$ cat src/common/z80PadPkg.sv
// Z80 pin and pad control definitions

package z80PadPkg;

    // Control strobes, positive logic
    // Inversion to the real active-low pins happens outside
    typedef struct packed {
        logic m1;                       // Opcode fetch or interrupt response
        logic mreq;                     // Memory request
        logic iorq;                     // I/O request or interrupt acknowledge
        logic rd;                       // Read
        logic wr;                       // Write
        logic rfsh;                     // Refresh phase
    } pinStrobes;

    //------------------------------------------------------------
    // Enables for the address and data pad latches
    //------------------------------------------------------------
    typedef struct packed {
        logic abPinOe;                  // Drive the address pins
        logic busPinOe;                 // Drive MREQ, IORQ, RD, WR, RFSH
        logic abPinWe;                  // Load the address pad latch
        logic dbPinOe;                  // Drive the data pins from the out latch
        logic dbPinRe;                  // Capture the data pins into the in latch
        logic dbWe;                     // Load the out latch from write data
        logic dbOe;                     // Pass the in latch to read data
    } padCtrl;

    // Interrupts accepted at the end of a cycle
    typedef struct packed {
        logic nmiTaken;                 // NMI wins over INTR
        logic intTaken;
    } irqReport;

endpackage

$ cat src/common/z80BusPkg.sv
// Z80 bus cycle definitions

package z80BusPkg;

    //------------------------------------------------------------
    // Bus widths, fixed by the architecture
    //------------------------------------------------------------
    localparam int addrWidth = 16;      // A15..A0
    localparam int dataWidth = 8;       // D7..D0

    //------------------------------------------------------------
    // Bus-cycle functions
    //------------------------------------------------------------
    typedef enum logic [2:0] {
        fetch    = 3'd0,                // Opcode fetch, the M1 cycle
        memRead  = 3'd1,                // Memory read
        memWrite = 3'd2,                // Memory write
        ioRead   = 3'd3,                // Port read
        ioWrite  = 3'd4,                // Port write
        intrAck  = 3'd5                 // Interrupt response
    } busFunc;

    // T-states of the current machine cycle
    typedef enum logic [2:0] {
        tIdle = 3'd0,                   // No cycle running
        t1    = 3'd1,
        t2    = 3'd2,
        t3    = 3'd3,
        t4    = 3'd4,
        tw1   = 3'd5,                   // Auto wait states of the interrupt response
        tw2   = 3'd6
    } tState;

    //------------------------------------------------------------
    // Request from the core
    //------------------------------------------------------------
    // Address and write data stay valid through T1 of the cycle
    typedef struct packed {
        logic                 start;    // One-cycle start strobe
        busFunc               func;     // Which bus cycle to run
        logic [addrWidth-1:0] addr;     // Address driven on A
        logic [dataWidth-1:0] wdata;    // Data for write cycles
    } busReq;

endpackage
$ cat src/hw/busCycleTop.sv
// Z80 bus cycle unit

module busCycleTop (
    input  logic                            lastT,
    input  logic                            rstN,
    input  z80BusPkg::busReq                req,         // Cycle request from the core
    input  logic                            mwait,       // WAIT
    input  logic                            busrq,       // BUSRQ
    input  logic                            intr,        // INT
    input  logic                            nmi,         // NMI
    output z80PadPkg::pinStrobes            pins,
    output logic                            busack,
    output logic [z80BusPkg::addrWidth-1:0] addrPins,
    output logic                            addrOe,
    output logic [z80BusPkg::dataWidth-1:0] dataPinsOut,
    output logic                            dataOe,
    input  logic [z80BusPkg::dataWidth-1:0] dataPinsIn,
    output logic [z80BusPkg::dataWidth-1:0] readData,
    output logic                            cycleDone,
    output logic                            ready,
    output z80PadPkg::irqReport             irq
);

    import z80BusPkg::*;
    import z80PadPkg::*;

    busFunc curFunc;
    tState  curState;
    logic   halfLow;
    logic   holdClk;                    // WAIT stretch back to the sequencer
    padCtrl pads;

    //------------------------------------------------------------
    // Sequencer, pin control and pads
    //------------------------------------------------------------
    cycleSequencer seq_i (
        .lastT(lastT), .rstN(rstN), .req(req), .holdClk(holdClk), .busack(busack),
        .curFunc(curFunc), .curState(curState), .halfLow(halfLow),
        .cycleDone(cycleDone), .ready(ready)
    );

    pinControl pinCtl_i (
        .lastT(lastT), .rstN(rstN), .curFunc(curFunc), .curState(curState),
        .halfLow(halfLow), .cycleDone(cycleDone),
        .mwait(mwait), .busrq(busrq), .intr(intr), .nmi(nmi),
        .pins(pins), .pads(pads), .holdClk(holdClk), .busack(busack), .irq(irq)
    );

    // Request fields go straight to the latches, loaded in T1
    padLatches pads_i (
        .lastT(lastT), .rstN(rstN), .pads(pads),
        .addrIn(req.addr), .wdataIn(req.wdata), .dataPinsIn(dataPinsIn),
        .addrPins(addrPins), .addrOe(addrOe),
        .dataPinsOut(dataPinsOut), .dataOe(dataOe), .readData(readData)
    );

endmodule

$ cat src/pinControl/padLatches.sv
// Address and data pad latches

module padLatches (
    input  logic                            lastT,
    input  logic                            rstN,
    input  z80PadPkg::padCtrl               pads,        // Enables from pin control
    input  logic [z80BusPkg::addrWidth-1:0] addrIn,      // Request address
    input  logic [z80BusPkg::dataWidth-1:0] wdataIn,     // Request write data
    input  logic [z80BusPkg::dataWidth-1:0] dataPinsIn,  // D pins as seen from outside
    output logic [z80BusPkg::addrWidth-1:0] addrPins,
    output logic                            addrOe,
    output logic [z80BusPkg::dataWidth-1:0] dataPinsOut,
    output logic                            dataOe,
    output logic [z80BusPkg::dataWidth-1:0] readData     // Data to the core
);

    import z80BusPkg::*;

    logic [addrWidth-1:0] addrLatch;    // Address pad latch
    logic [dataWidth-1:0] doutLatch;    // Data toward the pins
    logic [dataWidth-1:0] dinLatch;     // Data captured from the pins
    logic [dataWidth-1:0] readHold;     // Last value passed to the core

    //------------------------------------------------------------
    // Address side
    //------------------------------------------------------------
    // A pins come out of reset at zero
    always_ff @(posedge lastT) begin
        if (!rstN) begin
            addrLatch <= '0;
        end else if (pads.abPinWe) begin
            addrLatch <= addrIn;
        end
    end

    assign addrPins = addrLatch;
    assign addrOe   = pads.abPinOe;     // Low in reset and bus hold

    //------------------------------------------------------------
    // Data side
    //------------------------------------------------------------
    always_ff @(posedge lastT) begin
        if (pads.dbWe) begin
            doutLatch <= wdataIn;       // Loaded in T1 of a write
        end
        if (pads.dbPinRe) begin
            dinLatch <= dataPinsIn;     // Sampled pin value
        end
        if (pads.dbOe) begin
            readHold <= dinLatch;
        end
    end

    assign dataPinsOut = doutLatch;
    assign dataOe      = pads.dbPinOe;  // Only during write cycles

    // Latch value goes straight through while dbOe is up
    // So read data is already valid in the cycleDone cycle
    assign readData = pads.dbOe ? dinLatch : readHold;

endmodule

$ cat src/pinControl/pinControl.sv
// Bus pin control

module pinControl (
    input  logic              lastT,
    input  logic              rstN,
    input  z80BusPkg::busFunc curFunc,
    input  z80BusPkg::tState  curState,
    input  logic              halfLow,    // Low half as the old ~clk
    input  logic              cycleDone,
    input  logic              mwait,      // WAIT, external device not ready
    input  logic              busrq,      // BUSRQ, outside master wants the bus
    input  logic              intr,       // INT level
    input  logic              nmi,        // NMI level
    output z80PadPkg::pinStrobes pins,
    output z80PadPkg::padCtrl    pads,
    output logic              holdClk,    // Repeat the current T-state
    output logic              busack,
    output z80PadPkg::irqReport  irq
);

    import z80BusPkg::*;
    import z80PadPkg::*;

    logic fFetch, fMRead, fMWrite, fIORead, fIOWrite, fIntr;
    logic isT1, isT2, isT3, isT4, isTw1, isTw2;
    logic hi, lo;                       // Half-phase terms
    logic testW;                        // WAIT test state of this function
    logic ctlOe;                        // Control pins released on bus hold
    logic outOfReset;                   // Set on the first cycle after reset
    logic busrqLatch;                   // BUSRQ sample, also the BUSACK level
    logic nmiQ;                         // NMI one cycle back
    logic nmiRise;
    logic nmiPending;
    pinStrobes strobes;                 // Decoded before the output enable

    assign fFetch   = (curFunc == fetch);
    assign fMRead   = (curFunc == memRead);
    assign fMWrite  = (curFunc == memWrite);
    assign fIORead  = (curFunc == ioRead);
    assign fIOWrite = (curFunc == ioWrite);
    assign fIntr    = (curFunc == intrAck);

    assign isT1  = (curState == t1);
    assign isT2  = (curState == t2);
    assign isT3  = (curState == t3);
    assign isT4  = (curState == t4);
    assign isTw1 = (curState == tw1);
    assign isTw2 = (curState == tw2);

    assign hi = !halfLow;
    assign lo = halfLow;

    //------------------------------------------------------------
    // Strobe equations with clk high as the high half
    //------------------------------------------------------------
    always_comb begin
        strobes.m1   = (fFetch & (isT1 | isT2)) |
                       (fIntr & (isT1 | isT2 | isTw1 | isTw2));
        strobes.mreq = (fFetch & (isT1 & lo | isT2 | isT3 & lo | isT4 & hi)) |
                       ((fMRead | fMWrite) & (isT1 & lo | isT2 | isT3 & hi)) |
                       (fIntr & (isTw1 & lo | isTw2 & hi));
        strobes.iorq = ((fIORead | fIOWrite) & (isT2 | isT3 | isT4 & hi)) |
                       (fIntr & (isTw1 & lo | isTw2));
        strobes.rd   = (fFetch & (isT1 & lo | isT2)) |
                       (fMRead & (isT1 & lo | isT2 | isT3 & hi)) |
                       (fIORead & (isT2 | isT3 | isT4 & hi));
        strobes.wr   = (fMWrite & (isT2 & lo | isT3 & hi)) |
                       (fIOWrite & (isT2 | isT3 | isT4 & hi));
        strobes.rfsh = (fFetch & (isT3 | isT4)) |
                       (fIntr & (isTw1 | isTw2));     // Refresh strobe only without address
    end

    assign pins = pads.busPinOe ? strobes : '0;

    //------------------------------------------------------------
    // Pad latch enables
    //------------------------------------------------------------
    assign ctlOe = outOfReset && !busrqLatch;   // Pins given up in reset and bus hold

    always_comb begin
        pads.abPinOe  = ctlOe;
        pads.busPinOe = ctlOe;
        pads.abPinWe  = isT1 & hi;              // Every function loads A in T1
        pads.dbPinOe  = (fMWrite & (isT1 & lo | isT2 | isT3)) |
                        (fIOWrite & (isT1 & lo | isT2 | isT3 | isT4));
        pads.dbPinRe  = (fFetch & isT2) |
                        (fMRead & isT3 & hi) |
                        (fIORead & isT4 & hi) |
                        (fIntr & isTw2 & hi);   // Vector read early as the cycle ends in this low half
        pads.dbWe     = (fMWrite | fIOWrite) & isT1 & hi;
        pads.dbOe     = (fFetch & isT3) |
                        (fMRead & isT3 & lo) |
                        (fIORead & isT4 & lo) |
                        (fIntr & isTw2 & lo);
    end

    // WAIT test point per function
    assign testW = ((fFetch | fMRead | fMWrite) & isT2) |
                   ((fIORead | fIOWrite) & isT3) |
                   (fIntr & isTw2);

    // WAIT sampled in the low half of the test state
    assign holdClk = testW & lo & mwait;

    //------------------------------------------------------------
    // BUSRQ, NMI and INTR
    //------------------------------------------------------------
    assign nmiRise = nmi && !nmiQ;

    always_ff @(posedge lastT) begin
        if (!rstN) begin
            outOfReset <= 1'b0;
            busrqLatch <= 1'b0;
            nmiQ       <= 1'b0;
            nmiPending <= 1'b0;
        end else begin
            outOfReset <= 1'b1;
            nmiQ       <= nmi;
            // Edge latched at any time and consumed at the end of a cycle
            nmiPending <= nmiRise || (nmiPending && !cycleDone);
            // Sampled at cycle end and then every cycle while the bus is held
            if (cycleDone || busrqLatch) begin
                busrqLatch <= busrq;
            end
        end
    end

    assign busack = busrqLatch;         // One cycle behind the BUSRQ sample

    // NMI has priority over INTR
    assign irq.nmiTaken = cycleDone && nmiPending;
    assign irq.intTaken = cycleDone && !nmiPending && intr;

endmodule

$ cat src/hw/cycleSequencer.sv
// T-state sequencer

module cycleSequencer (
    input  logic             lastT,     // Fast clock, two per T-state
    input  logic             rstN,
    input  z80BusPkg::busReq req,       // Request from the core
    input  logic             holdClk,   // WAIT stretch from pin control
    input  logic             busack,    // Bus handed to an outside master
    output z80BusPkg::busFunc curFunc,
    output z80BusPkg::tState  curState,
    output logic             halfLow,   // Low half of the T-state, the old ~clk
    output logic             cycleDone, // Low half of the final T-state
    output logic             ready      // Core may start a cycle
);

    import z80BusPkg::*;

    //------------------------------------------------------------
    // Per-function T-state order
    //------------------------------------------------------------
    // Final T-state of each function
    function automatic tState finalState(input busFunc f);
        case (f)
            memRead, memWrite: finalState = t3;
            intrAck:           finalState = tw2;
            default:           finalState = t4;  // Fetch and both I/O cycles
        endcase
    endfunction

    // Successor of a T-state that is not the final one
    function automatic tState nextState(input busFunc f, input tState s);
        case (s)
            t1:      nextState = t2;
            t2:      nextState = (f == intrAck) ? tw1 : t3;
            tw1:     nextState = tw2;
            t3:      nextState = t4;
            default: nextState = tIdle;
        endcase
    endfunction

    logic isFinal;                      // Current T-state ends the cycle

    assign isFinal = (curState == finalState(curFunc));

    //------------------------------------------------------------
    // State and half-phase
    //------------------------------------------------------------
    always_ff @(posedge lastT) begin
        if (!rstN) begin
            curFunc  <= fetch;
            curState <= tIdle;
            halfLow  <= 1'b0;
        end else if (curState == tIdle) begin
            if (req.start && ready) begin   // Starts while not ready are dropped
                curFunc  <= req.func;
                curState <= t1;
                halfLow  <= 1'b0;
            end
        end else if (!halfLow) begin
            halfLow <= 1'b1;                // High half done
        end else begin
            halfLow <= 1'b0;
            // WAIT seen in the test state repeats the whole T-state
            if (!holdClk) begin
                curState <= isFinal ? tIdle : nextState(curFunc, curState);
            end
        end
    end

    // End of cycle, held off while a wait repeat is pending
    // Matters for the interrupt response where Tw2 is also the test state
    assign cycleDone = halfLow && isFinal && !holdClk;

    // Busy, or the bus belongs to someone else
    assign ready = (curState == tIdle) && !busack;

endmodule

$ cat config.mk
export PLATFORM = sky130hd
export DESIGN_NAME = busCycleTop
export DESIGN_NICKNAME = d
export VERILOG_FILES = /design/src/common/z80PadPkg.sv /design/src/common/z80BusPkg.sv /design/src/hw/busCycleTop.sv /design/src/pinControl/padLatches.sv /design/src/pinControl/pinControl.sv /design/src/hw/cycleSequencer.sv
export SDC_FILE = /design/constraint.sdc
export NUM_CORES = 1
export LEC_CHECK = 0
export BUFFER_PORTS_ARGS = -buffer_cell sky130_fd_sc_hd__buf_2
export CORE_MARGIN = 5
export CORE_UTILIZATION = 45
export CTS_CLUSTER_SIZE = 14
export DETAILED_ROUTE_END_ITERATION = 8
export GPL_ROUTABILITY_DRIVEN = 1
export HOLD_SLACK_MARGIN = 0.15
export PLACE_DENSITY_LB_ADDON = 0.1
export SLEW_MARGIN = 20
export SYNTH_ARGS = -nofsm -noshare
export SYNTH_HDL_FRONTEND = slang
export SYNTH_SLANG_ARGS = --single-unit
$ cat constraint.sdc
create_clock -name lastT -period 3 [get_ports lastT]
set_input_delay 0.15 -clock lastT [delete_from_list [all_inputs] [get_ports lastT]]
set_output_delay 0.15 -clock lastT [all_outputs]
set_load 0.01 [all_outputs]
==> run metrics <==
first-pass GRT wire length 10100 um; Startpoint Class flip-flop; worst-path cell chain and3b_1, o21ai_2, a2bb2oi_4, mux2_4, buf_2; layout cells sized above 1 33.1%; Synth-to-Final Area Change 37.1%; Nets roughly 420; port bufs 86; register area share after synthesis between 40% and 50%; endpoint class of the critical path primary output; vias after detailed routing 2272; die area 7230 um^2; worst min-delay path class in2reg; syn_area_per_cell 9.81 um^2; vias in the first global route 2144; Synthesized Nets 300; H-tree depth 2; Die Y-Extent 85 um; slowest stage delay, CP 830 ps; Initial Utilization 46.3%; drt drc 0; dpl cell area between 2000 and 3000 um^2; drt first pass iters 4; Reg clk slew, reported paths 90 ps; setup violators final 0; Critical Path RT 2850 ps; Core Rows 27; most frequent cells in the layout buf_2 (86), nand2_1 (45), dlygate4sd3_1 (38); Die Wd 85 um; post-route cell area 3470 um^2; RePlAce Congestion 0.853; Max Slew Vio Count 0; Antenna Nets Post-Route 0; Synth Register Bits 51; Starting DRT DRC Count 189; critical path class reg2out; Crit path max-delay family flip-flops; ant diodes 0; PD cells about 660 nW/um^2; Routed WL ~6300 um; worst-path fanout max 22; status completed; Clock Tree Buf Depth 2; vias per cell 5.05; Post CTS Setup Buffer Count 0; fmax 383 MHz; Period minus WS final roughly 2600 ps; Top-Level Pins 87; Worst EP arrival ~2500 ps; Max VDD drop 0.316 mV; normalized max-slew margin 49.0%; Synth Flop Type dfxtp_1; post-synthesis cell type count 60; final hold viol count 0; post-DP HPWL 4180 um; routed len/inst 14.0 um; Worst-Margin Slew 765 ps; Cells after Synth ~260; area of the core approximately 5500 um^2; largest net degree at the start of global routing 25; grt ovf 0; initial antenna violation count 0; CP Buf/Inv Count 1; synth warn 0; RSZ-0062 raised after global routing no; clk root buf clkbuf_8; Slowest-stage cell, CP dfxtp_1; GRT Util Overall approximately 17%; CTS tree yes; cts bufs inserted 5; setup tns final 0 ps; Clock Sinks 51; part of the cycle the worst path needs around 87%; clock skew 15.2 ps; worst skew pair latency around 300 ps; Cell Area, Synth 2530 um^2; async set or reset register ratio after synthesis 0%; Max Cap Viol 0; leakage power 0.00147 uW; commonest non-fill, non-tap cell in the layout buf_2; EDFF count, synth 16
## what timing repair did
item,in CTS,in global routing
hold buffers,38,0
gates resized for setup,0,0
hold endpoints to repair,38,0
## cells in the mapped netlist (5+ instances only)
| master | instances | area (um^2) |
|---|---|---|
| nand2_1 | 45 | 169 |
| dfxtp_1 | 35 | 701 |
| a21oi_1 | 25 | 125 |
| edfxtp_1 | 16 | 480 |
| nor2_1 | 14 | 52.6 |
| buf_2 | 11 | 55.1 |
| mux2_4 | 9 | 135 |
| nand3_1 | 8 | 40.0 |
| nand2b_1 | 6 | 37.5 |
| inv_1 | 5 | 18.8 |
| nor2b_1 | 5 | 31.3 |
| nor3_1 | 5 | 25.0 |
## final cells by class
type                    count  area (um^2)
clock buffers               7         97.6
clock inverters             1         7.51
fillers                   475         2000
inverters                   6         22.5
multi-input cells         183         1220
flip-flops and latches     51         1180
well taps                  72         90.1
repair buffers            130          856
## report_power, final
group	switching, uW	total [uW]	internal [uW]
registers	121	975	854
clock network	219	434	215
logic	483	894	412
total	822	2300	1480
## stage by stage
step	setup WS (ps)	power (uW)	hold WS, ps	std cells	utilization, %
floorplan	907	1590	178	258	-
global placement	827	1830	327	404	54.5
detailed placement	752	1850	329	404	54.5
CTS	393	2320	305	450	63.4
global route	244	2460	329	450	63.4
finish	387	2300	308	450	63.4
## state kept, by name, summed over array words and instances (netlist names)
signal,flops
seq_i.curFunc,3
seq_i.curState,3
pinCtl_i.outOfReset,1
pinCtl_i.nmiPending,1
pads_i.dataPinsOut,8
pads_i.dinLatch,8
seq_i.halfLow,1
pads_i.readHold,8
pinCtl_i.busack,1
pads_i.addrPins,16
pinCtl_i.nmiQ,1
## worst paths after layout
path,start,end,slack (ps),depth (start not counted)
min,req[27],seq_i.curFunc[0],310,4
max reg2reg,seq_i.curFunc[1],pads_i.readHold[3],860,4
max,seq_i.curFunc[1],readData[0],390,5
min reg2reg,pads_i.addrPins[2],pads_i.addrPins[2],450,2
## metal layers
metal	GRT usage (%)	share of wire, %	vias to the layer above
met3	4.66	6.3	11
met5	0	0	-
met1	22.3	45	1022
li1	-	-	1153
met4	5.18	1.9	0
met2	27.8	47	86
## cell families (layout without fill, tap and decap cells)
group | Yosys count | in the layout | synth area share [%]
AND/OR/NAND/NOR | 112 | 112 | 25.1
buffers and inverters | 24 | 144 | 5.29
multiplexers | 12 | 12 | 6.53
AO/OA/AOI/OAI | 56 | 56 | 15.4
flip-flops | 51 | 51 | 46.7
XOR/XNOR | 3 | 3 | 1.04
## worst min-delay path, cell delays in order
cell,delay (ps)
buf_2,90
nor2b_1,170
nand3_1,100
a21oi_1,50
Power figures use the tool's default switching activity.
